### src/hdl/core_cfg_pkg.sv
package core_cfg_pkg;

   localparam int CNT_W = 5;

   localparam logic [31:0] RESET_PC = 32'h0000_0000;

   typedef enum logic [2:0] {
      IDLE,
      FETCH,
      EXEC,
      MEM,
      LOAD_WB
   } state_e;

   // Source of the rd write bit
   localparam logic [1:0] RD_ALU  = 2'd0;
   localparam logic [1:0] RD_LINK = 2'd1;
   localparam logic [1:0] RD_MEM  = 2'd2;

endpackage

### src/hdl/rv_isa_pkg.sv
package rv_isa_pkg;

   localparam int XLEN   = 32;
   localparam int REG_AW = 5;
   localparam int NREGS  = 2 ** REG_AW;

   // Instruction field positions
   localparam int OPC_W      = 7;
   localparam int RD_LSB     = 7;
   localparam int F3_LSB     = 12;
   localparam int RS1_LSB    = 15;
   localparam int RS2_LSB    = 20;
   localparam int F7_SUB_BIT = 30;

   typedef enum logic [6:0] {
      OPC_LUI    = 7'b0110111,
      OPC_OP_IMM = 7'b0010011,
      OPC_OP     = 7'b0110011,
      OPC_LOAD   = 7'b0000011,
      OPC_STORE  = 7'b0100011,
      OPC_BRANCH = 7'b1100011,
      OPC_JAL    = 7'b1101111
   } opcode_e;

   typedef enum logic [2:0] {
      ALU_ADD,
      ALU_SUB,
      ALU_AND,
      ALU_OR,
      ALU_XOR,
      ALU_PASS_B
   } alu_op_e;

   typedef enum logic [2:0] {
      IMM_I,
      IMM_S,
      IMM_B,
      IMM_U,
      IMM_J
   } imm_fmt_e;

   localparam logic [2:0] FUNCT3_ADD = 3'b000;
   localparam logic [2:0] FUNCT3_XOR = 3'b100;
   localparam logic [2:0] FUNCT3_OR  = 3'b110;
   localparam logic [2:0] FUNCT3_AND = 3'b111;
   localparam logic [2:0] FUNCT3_BEQ = 3'b000;
   localparam logic [2:0] FUNCT3_BNE = 3'b001;

endpackage

### src/hdl/core_state.sv
module core_state import core_cfg_pkg::*; (
   input  logic             clk,
   input  logic             i_rst,
   input  logic             i_ibus_ack,
   input  logic             i_dbus_ack,
   input  logic             i_mem_op,
   input  logic             i_is_load,
   output logic             o_ibus_cyc,
   output logic             o_dbus_cyc,
   output logic [CNT_W-1:0] o_cnt,
   output logic             o_cnt_en,
   output logic             o_cnt_done,
   output logic             o_exec,
   output logic             o_load_wb,
   output logic             o_pc_en
);

   state_e state;

   // Bus requests follow the state register directly
   assign o_ibus_cyc = (state == FETCH);
   assign o_dbus_cyc = (state == MEM);
   assign o_exec     = (state == EXEC);
   assign o_load_wb  = (state == LOAD_WB);
   assign o_cnt_en   = o_exec | o_load_wb;
   assign o_cnt_done = o_cnt_en & (o_cnt == '1);

   // End of instruction
   assign o_pc_en = (o_exec & o_cnt_done & !i_mem_op) |
                    (o_dbus_cyc & i_dbus_ack & !i_is_load) |
                    (o_load_wb & o_cnt_done);

   always_ff @(posedge clk) begin
      if (i_rst) begin
         state <= IDLE;
         o_cnt <= '0;
      end else begin
         // Wraps back to zero after each 32-bit phase
         if (o_cnt_en) begin
            o_cnt <= o_cnt + 1'b1;
         end
         case (state)
            IDLE: begin
               state <= FETCH;
            end
            FETCH: begin
               if (i_ibus_ack) begin
                  state <= EXEC;
               end
            end
            EXEC: begin
               if (o_cnt_done) begin
                  state <= i_mem_op ? MEM : FETCH;
               end
            end
            MEM: begin
               if (i_dbus_ack) begin
                  state <= i_is_load ? LOAD_WB : FETCH;
               end
            end
            LOAD_WB: begin
               if (o_cnt_done) begin
                  state <= FETCH;
               end
            end
            default: begin
               state <= IDLE;
            end
         endcase
      end
   end

endmodule

### src/hdl/instr_decode.sv
module instr_decode import rv_isa_pkg::*; import core_cfg_pkg::*; (
   input  logic              clk,
   input  logic              i_ibus_ack,
   input  logic [XLEN-1:0]   i_ibus_rdt,
   input  logic              i_cnt_en,
   output alu_op_e           o_alu_op,
   output logic              o_op_b_imm,
   output logic [1:0]        o_rd_src,
   output logic              o_rd_wen,
   output logic [REG_AW-1:0] o_rs1_adr,
   output logic [REG_AW-1:0] o_rs2_adr,
   output logic [REG_AW-1:0] o_rd_adr,
   output logic              o_mem_op,
   output logic              o_is_load,
   output logic              o_is_store,
   output logic              o_branch,
   output logic              o_branch_ne,
   output logic              o_jal,
   output logic              o_imm_bit
);

   logic [XLEN-1:0] ir;
   logic [XLEN-1:0] imm_q;
   logic [XLEN-1:0] imm_new;
   logic [XLEN-1:0] r;
   logic [2:0]      f3;
   logic            f3_ok;
   alu_op_e         alu_f3;
   imm_fmt_e        fmt;
   opcode_e         opc;
   opcode_e         raw_opc;

   assign r       = i_ibus_rdt;
   assign raw_opc = opcode_e'(r[OPC_W-1:0]);
   assign opc     = opcode_e'(ir[OPC_W-1:0]);
   assign f3      = ir[F3_LSB +: 3];

   assign o_rs1_adr = ir[RS1_LSB +: REG_AW];
   assign o_rs2_adr = ir[RS2_LSB +: REG_AW];
   assign o_rd_adr  = ir[RD_LSB +: REG_AW];
   assign o_imm_bit = imm_q[0];

   // Immediate format has to come from the word on the bus
   always_comb begin
      case (raw_opc)
         OPC_LUI:    fmt = IMM_U;
         OPC_STORE:  fmt = IMM_S;
         OPC_BRANCH: fmt = IMM_B;
         OPC_JAL:    fmt = IMM_J;
         default:    fmt = IMM_I;
      endcase
      case (fmt)
         IMM_S:   imm_new = {{20{r[31]}}, r[31:25], r[11:7]};
         IMM_B:   imm_new = {{19{r[31]}}, r[31], r[7], r[30:25], r[11:8], 1'b0};
         IMM_U:   imm_new = {r[31:12], 12'b0};
         IMM_J:   imm_new = {{11{r[31]}}, r[31], r[19:12], r[20], r[30:21], 1'b0};
         default: imm_new = {{20{r[31]}}, r[31:20]};
      endcase
   end

   always_ff @(posedge clk) begin
      if (i_ibus_ack) begin
         ir    <= i_ibus_rdt;
         imm_q <= imm_new;
      end else if (i_cnt_en) begin
         // Sign bit keeps filling from the top
         imm_q <= {imm_q[XLEN-1], imm_q[XLEN-1:1]};
      end
   end

   always_comb begin
      case (f3)
         FUNCT3_XOR: alu_f3 = ALU_XOR;
         FUNCT3_OR:  alu_f3 = ALU_OR;
         FUNCT3_AND: alu_f3 = ALU_AND;
         default:    alu_f3 = ALU_ADD;
      endcase
      f3_ok = (f3 == FUNCT3_ADD) || (f3 == FUNCT3_XOR) || (f3 == FUNCT3_OR) ||
              (f3 == FUNCT3_AND);
   end

   always_comb begin
      o_alu_op    = ALU_ADD;
      o_op_b_imm  = 1'b0;
      o_rd_src    = RD_ALU;
      o_rd_wen    = 1'b0;
      o_mem_op    = 1'b0;
      o_is_load   = 1'b0;
      o_is_store  = 1'b0;
      o_branch    = 1'b0;
      o_branch_ne = (f3 == FUNCT3_BNE);
      o_jal       = 1'b0;
      case (opc)
         OPC_LUI: begin
            o_alu_op   = ALU_PASS_B;
            o_op_b_imm = 1'b1;
            o_rd_wen   = 1'b1;
         end
         OPC_OP_IMM: begin
            o_alu_op   = alu_f3;
            o_op_b_imm = 1'b1;
            o_rd_wen   = f3_ok;
         end
         OPC_OP: begin
            o_alu_op = (f3 == FUNCT3_ADD && ir[F7_SUB_BIT]) ? ALU_SUB : alu_f3;
            o_rd_wen = f3_ok;
         end
         OPC_LOAD: begin
            o_op_b_imm = 1'b1;
            o_mem_op   = 1'b1;
            o_is_load  = 1'b1;
            o_rd_src   = RD_MEM;
            o_rd_wen   = 1'b1;
         end
         OPC_STORE: begin
            o_op_b_imm = 1'b1;
            o_mem_op   = 1'b1;
            o_is_store = 1'b1;
         end
         OPC_BRANCH: begin
            o_branch = (f3 == FUNCT3_BEQ) || (f3 == FUNCT3_BNE);
         end
         OPC_JAL: begin
            o_jal    = 1'b1;
            o_rd_src = RD_LINK;
            o_rd_wen = 1'b1;
         end
         default: begin
            o_rd_wen = 1'b0;
         end
      endcase
   end

endmodule

### src/hdl/mem_bufreg.sv
module mem_bufreg import rv_isa_pkg::*; (
   input  logic            clk,
   input  logic            i_cnt_en,
   input  logic            i_exec,
   input  logic            i_sum_bit,
   input  logic            i_rs2_bit,
   input  logic            i_dbus_ack,
   input  logic [XLEN-1:0] i_dbus_rdt,
   output logic [XLEN-1:0] o_dbus_adr,
   output logic [XLEN-1:0] o_dbus_dat,
   output logic            o_load_bit
);

   logic [XLEN-1:0] dat_q;

   assign o_dbus_dat = dat_q;
   assign o_load_bit = dat_q[0];

   always_ff @(posedge clk) begin
      // Address bits arrive LSB first from the ALU sum
      if (i_cnt_en && i_exec) begin
         o_dbus_adr <= {i_sum_bit, o_dbus_adr[XLEN-1:1]};
      end
   end

   // Store data and load data share one register
   always_ff @(posedge clk) begin
      if (i_cnt_en && i_exec) begin
         dat_q <= {i_rs2_bit, dat_q[XLEN-1:1]};
      end else if (i_dbus_ack) begin
         dat_q <= i_dbus_rdt;
      end else if (i_cnt_en) begin
         // LOAD_WB, one bit out per cycle
         dat_q <= {1'b0, dat_q[XLEN-1:1]};
      end
   end

endmodule

### src/hdl/pc_ctrl.sv
module pc_ctrl import rv_isa_pkg::*; import core_cfg_pkg::*; (
   input  logic            clk,
   input  logic            i_rst,
   input  logic            i_cnt_en,
   input  logic            i_first,
   input  logic            i_pc_en,
   input  logic            i_imm_bit,
   input  logic            i_take_target,
   output logic [XLEN-1:0] o_pc,
   output logic            o_link_bit
);

   logic [XLEN-1:0] plus4_q;
   logic [XLEN-1:0] tgt_q;
   logic [XLEN-1:0] plus4_nxt;
   logic [XLEN-1:0] tgt_nxt;
   logic [XLEN-1:0] new_pc;
   logic [1:0]      lead;
   logic            c4;
   logic            ct;
   logic            c4_q;
   logic            ct_q;
   logic            bit2;
   logic            tgt_bit;

   // lead[1] marks bit 2, where the constant 4 has its only one
   assign bit2       = lead[1];
   assign c4         = !i_first & c4_q;
   assign ct         = !i_first & ct_q;
   assign o_link_bit = o_pc[0] ^ bit2 ^ c4;
   assign tgt_bit    = o_pc[0] ^ i_imm_bit ^ ct;
   assign plus4_nxt  = {o_link_bit, plus4_q[XLEN-1:1]};
   assign tgt_nxt    = {tgt_bit, tgt_q[XLEN-1:1]};

   // At the last EXEC bit the final sum bit is still on its way in
   always_comb begin
      if (i_take_target) begin
         new_pc = i_cnt_en ? tgt_nxt : tgt_q;
      end else begin
         new_pc = i_cnt_en ? plus4_nxt : plus4_q;
      end
   end

   always_ff @(posedge clk) begin
      if (i_cnt_en) begin
         c4_q    <= (o_pc[0] & bit2) | (c4 & (o_pc[0] ^ bit2));
         ct_q    <= (o_pc[0] & i_imm_bit) | (ct & (o_pc[0] ^ i_imm_bit));
         plus4_q <= plus4_nxt;
         tgt_q   <= tgt_nxt;
      end
      if (i_rst) begin
         lead <= '0;
         o_pc <= RESET_PC;
      end else begin
         if (i_cnt_en) begin
            lead <= {lead[0], i_first};
         end
         // Rotated once round during EXEC, so it is intact afterwards
         if (i_pc_en) begin
            o_pc <= new_pc;
         end else if (i_cnt_en) begin
            o_pc <= {o_pc[0], o_pc[XLEN-1:1]};
         end
      end
   end

endmodule

### src/hdl/serial_alu.sv
module serial_alu import rv_isa_pkg::*; (
   input  logic    clk,
   input  logic    i_cnt_en,
   input  logic    i_first,
   input  alu_op_e i_op,
   input  logic    i_rs1_bit,
   input  logic    i_op_b_bit,
   output logic    o_rd_bit,
   output logic    o_eq
);

   logic is_sub;
   logic b;
   logic cin;
   logic sum;
   logic carry_q;
   logic eq_q;

   // Subtract is rs1 + ~b + 1
   assign is_sub = (i_op == ALU_SUB);
   assign b      = i_op_b_bit ^ is_sub;
   assign cin    = i_first ? is_sub : carry_q;
   assign sum    = i_rs1_bit ^ b ^ cin;

   // Includes the current bit, so it is complete during bit 31
   assign o_eq = (i_first | eq_q) & !(i_rs1_bit ^ i_op_b_bit);

   always_comb begin
      case (i_op)
         ALU_AND:    o_rd_bit = i_rs1_bit & i_op_b_bit;
         ALU_OR:     o_rd_bit = i_rs1_bit | i_op_b_bit;
         ALU_XOR:    o_rd_bit = i_rs1_bit ^ i_op_b_bit;
         ALU_PASS_B: o_rd_bit = i_op_b_bit;
         default:    o_rd_bit = sum;
      endcase
   end

   always_ff @(posedge clk) begin
      if (i_cnt_en) begin
         carry_q <= (i_rs1_bit & b) | (cin & (i_rs1_bit ^ b));
         eq_q    <= o_eq;
      end
   end

endmodule

### src/hdl/serial_core_top.sv
module serial_core_top import rv_isa_pkg::*; import core_cfg_pkg::*; (
   input  logic            clk,
   input  logic            i_rst,
   input  logic [XLEN-1:0] i_ibus_rdt,
   input  logic            i_ibus_ack,
   input  logic [XLEN-1:0] i_dbus_rdt,
   input  logic            i_dbus_ack,
   output logic [XLEN-1:0] o_ibus_adr,
   output logic            o_ibus_cyc,
   output logic [XLEN-1:0] o_dbus_adr,
   output logic [XLEN-1:0] o_dbus_dat,
   output logic            o_dbus_we,
   output logic            o_dbus_cyc
);

   logic [CNT_W-1:0]  cnt;
   logic              cnt_en;
   logic              exec;
   logic              load_wb;
   logic              pc_en;
   logic              first;
   alu_op_e           alu_op;
   logic              op_b_imm;
   logic [1:0]        rd_src;
   logic              rd_wen;
   logic [REG_AW-1:0] rs1_adr;
   logic [REG_AW-1:0] rs2_adr;
   logic [REG_AW-1:0] rd_adr;
   logic              mem_op;
   logic              is_load;
   logic              is_store;
   logic              branch;
   logic              branch_ne;
   logic              jal;
   logic              imm_bit;
   logic              rs1_bit;
   logic              rs2_bit;
   logic              op_b_bit;
   logic              alu_bit;
   logic              alu_eq;
   logic              link_bit;
   logic              load_bit;
   logic              rd_bit;
   logic              rf_wen;
   logic              take_target;

   assign first       = cnt_en & (cnt == '0);
   assign op_b_bit    = op_b_imm ? imm_bit : rs2_bit;
   assign take_target = jal | (branch & (alu_eq ^ branch_ne));
   assign o_dbus_we   = is_store;

   // Loads write rd only in LOAD_WB, everything else during EXEC
   assign rf_wen = rd_wen & (is_load ? load_wb : exec);

   always_comb begin
      case (rd_src)
         RD_LINK: rd_bit = link_bit;
         RD_MEM:  rd_bit = load_bit;
         default: rd_bit = alu_bit;
      endcase
   end

   core_state state (
      .clk        (clk),
      .i_rst      (i_rst),
      .i_ibus_ack (i_ibus_ack),
      .i_dbus_ack (i_dbus_ack),
      .i_mem_op   (mem_op),
      .i_is_load  (is_load),
      .o_ibus_cyc (o_ibus_cyc),
      .o_dbus_cyc (o_dbus_cyc),
      .o_cnt      (cnt),
      .o_cnt_en   (cnt_en),
      .o_cnt_done (),
      .o_exec     (exec),
      .o_load_wb  (load_wb),
      .o_pc_en    (pc_en)
   );

   instr_decode decode (
      .clk         (clk),
      .i_ibus_ack  (i_ibus_ack),
      .i_ibus_rdt  (i_ibus_rdt),
      .i_cnt_en    (cnt_en),
      .o_alu_op    (alu_op),
      .o_op_b_imm  (op_b_imm),
      .o_rd_src    (rd_src),
      .o_rd_wen    (rd_wen),
      .o_rs1_adr   (rs1_adr),
      .o_rs2_adr   (rs2_adr),
      .o_rd_adr    (rd_adr),
      .o_mem_op    (mem_op),
      .o_is_load   (is_load),
      .o_is_store  (is_store),
      .o_branch    (branch),
      .o_branch_ne (branch_ne),
      .o_jal       (jal),
      .o_imm_bit   (imm_bit)
   );

   serial_regfile regfile (
      .clk       (clk),
      .i_cnt     (cnt),
      .i_wen     (rf_wen),
      .i_rs1_adr (rs1_adr),
      .i_rs2_adr (rs2_adr),
      .i_rd_adr  (rd_adr),
      .i_rd_bit  (rd_bit),
      .o_rs1_bit (rs1_bit),
      .o_rs2_bit (rs2_bit)
   );

   serial_alu alu (
      .clk        (clk),
      .i_cnt_en   (cnt_en),
      .i_first    (first),
      .i_op       (alu_op),
      .i_rs1_bit  (rs1_bit),
      .i_op_b_bit (op_b_bit),
      .o_rd_bit   (alu_bit),
      .o_eq       (alu_eq)
   );

   // PC arithmetic only runs in EXEC
   pc_ctrl ctrl (
      .clk           (clk),
      .i_rst         (i_rst),
      .i_cnt_en      (exec),
      .i_first       (first),
      .i_pc_en       (pc_en),
      .i_imm_bit     (imm_bit),
      .i_take_target (take_target),
      .o_pc          (o_ibus_adr),
      .o_link_bit    (link_bit)
   );

   mem_bufreg bufreg (
      .clk        (clk),
      .i_cnt_en   (cnt_en),
      .i_exec     (exec),
      .i_sum_bit  (alu_bit),
      .i_rs2_bit  (rs2_bit),
      .i_dbus_ack (i_dbus_ack),
      .i_dbus_rdt (i_dbus_rdt),
      .o_dbus_adr (o_dbus_adr),
      .o_dbus_dat (o_dbus_dat),
      .o_load_bit (load_bit)
   );

endmodule

### src/hdl/serial_regfile.sv
module serial_regfile import rv_isa_pkg::*; import core_cfg_pkg::*; (
   input  logic              clk,
   input  logic [CNT_W-1:0]  i_cnt,
   input  logic              i_wen,
   input  logic [REG_AW-1:0] i_rs1_adr,
   input  logic [REG_AW-1:0] i_rs2_adr,
   input  logic [REG_AW-1:0] i_rd_adr,
   input  logic              i_rd_bit,
   output logic              o_rs1_bit,
   output logic              o_rs2_bit
);

   logic [XLEN-1:0] regs [NREGS];
   logic [XLEN-1:0] rs1_word;
   logic [XLEN-1:0] rs2_word;

   // x0 reads as zero whatever the array holds
   assign rs1_word  = (i_rs1_adr == '0) ? '0 : regs[i_rs1_adr];
   assign rs2_word  = (i_rs2_adr == '0) ? '0 : regs[i_rs2_adr];
   assign o_rs1_bit = rs1_word[i_cnt];
   assign o_rs2_bit = rs2_word[i_cnt];

   // Bit i is read before it is overwritten, so rd may equal rs1 or rs2
   always_ff @(posedge clk) begin
      if (i_wen && i_rd_adr != '0) begin
         regs[i_rd_adr][i_cnt] <= i_rd_bit;
      end
   end

endmodule

### config.mk
export PLATFORM = sky130hd
export DESIGN_NAME = serial_core_top
export DESIGN_NICKNAME = d
export VERILOG_FILES = /design/src/hdl/core_cfg_pkg.sv /design/src/hdl/rv_isa_pkg.sv /design/src/hdl/core_state.sv /design/src/hdl/instr_decode.sv /design/src/hdl/mem_bufreg.sv /design/src/hdl/pc_ctrl.sv /design/src/hdl/serial_alu.sv /design/src/hdl/serial_core_top.sv /design/src/hdl/serial_regfile.sv
export SDC_FILE = /design/constraint.sdc
export NUM_CORES = 2
export LEC_CHECK = 0
export BUFFER_PORTS_ARGS = -buffer_cell sky130_fd_sc_hd__buf_4
export CORE_UTILIZATION = 55
export DETAILED_ROUTE_END_ITERATION = 6
export GPL_ROUTABILITY_DRIVEN = 0
export PLACE_DENSITY = 0.72
export SLEW_MARGIN = 20
export SYNTH_ARGS = -nofsm -noshare
export SYNTH_HDL_FRONTEND = slang
export SYNTH_SLANG_ARGS = --single-unit
### constraint.sdc
create_clock -name clk -period 85.3 [get_ports clk]
set_clock_uncertainty 0.05 [all_clocks]
set_input_delay 0 -clock clk [delete_from_list [all_inputs] [get_ports clk]]
set_output_delay 0 -clock clk [all_outputs]
set_load 0.03 [all_outputs]
== After elaboration in Yosys (flattened, before gate mapping) ==
Memories as Yosys holds them, arrays and structs flattened. A register that Yosys moved wholly into a read port is not among the register bits.
Cells that the tools add are included.

* $add $sub $neg: 1
* Order comparisons: 2
* Equality and inequality tests: 35
* Multiplexer cells: 47
* Bitwise gates (word level): 37
* Reduce and logical (&&, ||, !) cells: 26

{| class="wikitable"
|+ Operators with widths
! operator !! count
|-
| $mux W32 || 12
|-
| $pmux W31 S4 || 1
|-
| $eq A7 B6 Y1 const B || 5
|-
| $mux W31 || 1
|-
| $eq A7 B7 Y1 const B || 4
|-
| $eq A3 B3 Y1 const B || 7
|-
| $and A1 B1 Y1 || 19
|-
| $eq A3 B2 Y1 const B || 6
|-
| $mux W3 || 6
|-
| $pmux W3 S3 || 2
|-
| $logic_not A5 Y1 || 3
|-
| $pmux W3 S5 || 1
|-
| $mux W1 || 13
|-
| $eq A3 B1 Y1 const B || 4
|-
| $pmux W3 S4 || 1
|-
| $bmux W1 S5 || 2
|-
| $mux W5 || 2
|-
| $or A1 B1 Y1 || 9
|-
| $xor A1 B1 Y1 || 9
|-
| $eq A7 B2 Y1 const B || 1
|-
| $eq A7 B5 Y1 const B || 1
|-
| $logic_not A3 Y1 || 2
|-
| $lt A5 B6 Y1 const B || 1
|-
| $ne A2 B2 Y1 const B || 3
|-
| other kinds (21) || 33
|}

* Register bits: 237
* Bits in writable memories: 1024
* Output and inout bits: 99
* Word-level logic and storage cells: 164
* Memories: 1

{| class="wikitable"
|+ Memory list
! memory !! words !! width !! rd ports !! clocked after memory_dff !! write ports !! RTL line !! text
|-
| regfile.regs || 32 || 32 || 2 || 2 || 1 || serial_regfile.sv:13 || <nowiki>logic [XLEN-1:0] regs [NREGS];</nowiki>
|}

== Longest topological paths before layout ==
* Depth after elaboration: 13
* Mapped depth: 25
* Mapped depth without buffers: 17

== By module ==
Synthesis repeated with hierarchy kept, for this count alone.

* Cells, all modules: 4381
* Area, all modules: 62217.2 µm²

{| class="wikitable"
|+ By module, submodules not included
! module !! times used !! cells each !! area an instance (µm²)
|-
| serial_regfile || 1 || 3622 || 52349.0
|-
| pc_ctrl || 1 || 334 || 3925.0
|-
| instr_decode || 1 || 226 || 2755.1
|-
| mem_bufreg || 1 || 105 || 2364.8
|-
| core_state || 1 || 59 || 506.7
|-
| serial_alu || 1 || 21 || 203.9
|-
| serial_core_top || 1 || 14 || 112.6
|}

== Worst setup path after synthesis ==
No wires, ideal clock.

* Kind: flip-flop to flip-flop
* Start: register state.o_cnt[1]
* End: memory regfile.regs[0][0], data pin
* Setup time: 8.127 ns
* Arrival: 41.530 ns
* Data required time: 77.123 ns
* Setup slack: 35.593 ns
* Cell stages (with the launch flop): 11
* Buffers on the path: 1
* Period minus slack after synthesis: 49.707 ns
* Cells stage by stage: dfxtp_1 > inv_1 > clkbuf_1 > ha_1 > nor4b_1 > nand3_1 > nand2_1 > fa_1 > inv_1 > a22oi_1 > o21ai_0

* Longest elaborated chain between the ends: 8
* Elaborated cells between the ends (all ways): 19
* Those cells by class: mux: 8; bitwise: 9; reduce/logical: 2

{| class="wikitable"
|+ Ends and longest elaborated chain
! what !! RTL line !! text
|-
| start, declared || core_state.sv:10 || <nowiki>output logic [CNT_W-1:0] o_cnt,</nowiki>
|-
| start signal, assigned || core_state.sv:40 || <nowiki>o_cnt <= o_cnt + 1'b1;</nowiki>
|-
| $bmux W1 S5 || serial_regfile.sv:21 || <nowiki>assign o_rs2_bit = rs2_word[i_cnt];</nowiki>
|-
| $mux W1 (implied by the code) || serial_regfile.sv:21 ||
|-
| $mux W1 || serial_core_top.sv:48 || <nowiki>assign op_b_bit = op_b_imm ? imm_bit : rs2_bit;</nowiki>
|-
| $xor A1 B1 Y1 || serial_alu.sv:21 || <nowiki>assign b = i_op_b_bit ^ is_sub;</nowiki>
|-
| $xor A1 B1 Y1 (2 in a row) || serial_alu.sv:23 || <nowiki>assign sum = i_rs1_bit ^ b ^ cin;</nowiki>
|-
| $pmux W1 S4 || serial_alu.sv:29 || <nowiki>case (i_op)</nowiki>
|-
| $pmux W1 S2 * || serial_core_top.sv:56 || <nowiki>case (rd_src)</nowiki>
|-
| net rd_bit || serial_core_top.sv:43 || <nowiki>logic rd_bit;</nowiki>
|-
| end, declared || serial_regfile.sv:13 ||
|}

The timed path passes the listed nets; every way through them passes the cells marked *. The select of a mux whose other input is x is not followed.

==> metrics <==
Num CTS Buffers 135; antenna violations before repair 3; Clock Power Share 35.7%; H-Tree Level Count 4; Lkg Pwr 0.0231 uW; metal3 WL 26.1 mm; clock latency on the worst-skew pair 0.77 ns; dpl hpwl 103 mm; #FFs+latches synth 1,266; R2R Setup Slk 75.87 ns; fraction of final layout cells sized beyond drive strength 1 21.0%; Primary FF master, synth edfxtp_1; WHS Endpoint bufreg.o_dbus_dat[20]$_DFFE_PP_; Antenna Nets Post-Route 0; Synth Cell Area 62,500 sq um; Worst Max-Slew Pin Slew 1.18 ns; row count 123; chip width 339 um; post-CTS sizing 0; R2R Path End regfile.regs[16][11]$_DFFE_PP_; RSZ-0062 raised after global routing false; sw frac 26.7%; wire per inst 30.6 um; CTS tree built; Ports 167; CTS max path bufs 3; met2 wire length 89.2 mm; largest net degree at the start of global routing 134; vias in the first global route 42,200; max-cap violations 0; Cells on Worst Hold Path 3; # clock sinks 1,266; post-synth top area share 55.2%; Hold Path Class in2reg; Clock transition at path regs 0.07 ns; GR Overflow Total 0; fin crit share 11.1%; status complete, no violations; via count 43,500; TritonRoute pass-1 iters 7; Final Slew Violations 0; Iteration-0 DRC Markers 6,856; Yosys warning count 0; DRC 0; Die H 339 um; Final Hold Fails 0; PortBufs 166; startpoint types flip-flop; Inst Count DP 6,017; Peak Freq 0.106 GHz; PwrDens 24.0 nW/um^2; Synth cell types 66; multi-input logic area 24,000 sq um; Post-Synthesis Cells 4,686; Arrival @ worst endpoint 9.77 ns; Synth area leader edfxtp_1; CP Class reg2reg; Mean Syn Cell Area 13.3 sq um; CTS Root Cell clkbuf_16; Core Box Area 113,000 sq um; Layout area overhead 12.4%; first-pass GRT wire length 281 mm; Combinational Power Share 15.6%; R2R depth 18; endpoints failing setup 0; number of synthesized flops with an enable pin 1,150; Initial Util 55.5%; final worst path period need 9.43 ns; nets@finish 4,833; post-synthesis sequential area ratio 58.9%; die area 115,000 sq um; drt via density 6.84; worst path required time 85.65 ns; DR top layer met5; TNS Setup 0 ns; GRT Total Usage 33.5%; Post-synth ARST share 0%; metal1 wirelength 67.0 mm; largest cells by area after synthesis edfxtp_1 (55%), mux4_2 (16%), nor2_1 (6.3%); total wire length 195 mm; Max-Slew Margin vs Limit 21.5%; register share of total power 48.6%; Layout Cells excl Fill 6,363; register area 36,900 sq um; Power Internal 1230 uW; peak supply drop 57.5 uV; Sw Pwr 450 uW; Crit. End Element flip-flop; min-delay src i_dbus_rdt[20]; peak fanout along the critical path 127; Filler cells 8,279
-- routing by layer --
| layer | GRT usage (%) | vias up |
|---|---|---|
| li1 | - | 17700 |
| met1 | 43.6 | 21700 |
| met2 | 51.8 | 3343 |
| met3 | 8.65 | 742 |
| met4 | 18.5 | 4 |
| met5 | 0 | - |
-- power groups by stage --
stage               Sequential (uW)  Clock (uW)  Combinational (uW)
floorplan                      1170           0                 163
global placement                831           0                 246
detailed placement              832           0                 251
CTS                             819         604                 256
global route                    821         625                 276
finish                          819         602                 263
-- timing repair --
action                                 in CTS  in global routing
hold buffers                               98                  0
endpoints found under the hold margin     142                  0
buffers inserted                            0                  0
-- layout by cell type, fill, tap and decap left out, types with 15 or more instances in the layout --
cell / instances
mux2i_1: 316
a21o_1: 32
nand2_1: 352
dlygate4sd3_1: 98
nor3_1: 24
nand2b_1: 17
o211ai_1: 30
dfxtp_1: 107
a21oi_1: 115
nand4_1: 23
nand2_2: 28
clkbuf_1: 18
nand2_4: 15
mux4_2: 440
conb_1: 32
edfxtp_1: 1150
nor2_1: 1053
inv_1: 33
buf_4: 240
a22oi_1: 99
o22ai_1: 32
a211oi_1: 22
clkinv_2: 25
o21ai_0: 31
mux2_2: 56
clkinv_1: 22
clkbuf_16: 144
nand3_1: 93
-- sequential cells by signal (all words and copies together) (netlist names), named ones only --
name and count:
alu.carry_q 1, alu.eq_q 1, bufreg.o_dbus_adr 32, bufreg.o_dbus_dat 32, ctrl.c4_q 1, ctrl.ct_q 1, ctrl.lead 2, ctrl.o_pc 32
ctrl.plus4_q 32, ctrl.tgt_q 32, decode.imm_q 32, decode.ir 26, regfile.regs 1024, state.o_cnt 5, state.state 3
-- Yosys cell counts, types with 23 or more instances --
cell type  instances
a21o_1            32
clkbuf_1         324
a22oi_1           99
mux4_2           440
o21ai_0           32
o22ai_1           32
nand2_1          395
buf_2             35
mux2i_1          316
inv_1             33
edfxtp_1        1150
mux2_2            56
nand4_1           23
dfxtp_1          116
a21oi_1          115
nor3_1            25
nand3_1           93
buf_4             41
buf_1             35
nor2_1          1054
o211ai_1          30
-- worst max-delay path, cell delays in order, from the launching register on --
cell and delay [ns]:
dfxtp_4 0.67, buf_12 0.52, buf_4 0.75, buf_4 0.88, mux4_2 0.60, a211oi_1 0.25, nand4_1 0.23, a211oi_1 0.76
nor4_1 0.23, nand4_1 0.17, nand3_1 0.19, xnor2_1 0.27, fa_1 0.44, mux2i_1 0.13, mux2_2 0.17, nand2_1 0.08
o21ai_4 0.33, buf_4 0.85, buf_4 0.98
-- through the flow --
stage	total power, uW	cell area (sq um)	utilization [%]	hold slack (ns)	worst slack [ns]
finish	1680	70300	62.4	0.0311	75.87
global route	1720	70300	62.4	0.0314	75.45
CTS	1680	70200	62.3	0.0000183	76.13
detailed placement	1080	64700	57.5	0.144	76.17
global placement	1080	64700	57.5	0.143	76.28
floorplan	1330	62600	-	0.0489	35.59
-- kinds of logic (layout without fill, tap and decap cells) --
| kind of cell | after synthesis | count (layout) | synth area share [%] |
|---|---|---|---|
| AOI/OAI and AO/OA | 422 | 422 | 4.50 |
| DFF | 1266 | 1266 | 58.9 |
| xor gates and xnor gates | 6 | 6 | 0.0841 |
| other | 1 | 34 | 0.00600 |
| adders and majority gates | 13 | 13 | 0.292 |
| and+or+nand+nor | 1683 | 1683 | 10.9 |
| buffers and inverters | 483 | 627 | 3.36 |
| muxes | 812 | 812 | 21.9 |
-- final cells by class --
cell class              instances  area share [%]
diodes                          2         0.00712
well taps                    1500            2.67
clock buffers                 170            5.38
flip-flops and latches       1266            52.5
clock inverters                75            1.04
repair buffers                346            4.16
multi-input cells            2968            34.1
inverters                      36           0.196
-- worst max path at each step --
stage | cells past startpoint | start | to
after floorplan | 10 | state.o_cnt[1]$_SDFFE_PP0P_ | regfile.regs[0][0]$_DFFE_PP_
after global placement | 18 | flip-flop | regfile.regs[0][11]$_DFFE_PP_
after detailed placement | 18 | flip-flop | regfile.regs[12][0]$_DFFE_PP_
after CTS | 18 | flip-flop | regfile.regs[3][20]$_DFFE_PP_
after global routing | 18 | flip-flop | regfile.regs[9][11]$_DFFE_PP_
final | 18 | flip-flop | regfile.regs[16][11]$_DFFE_PP_
Note: power is estimated with default switching activity, not from simulation.
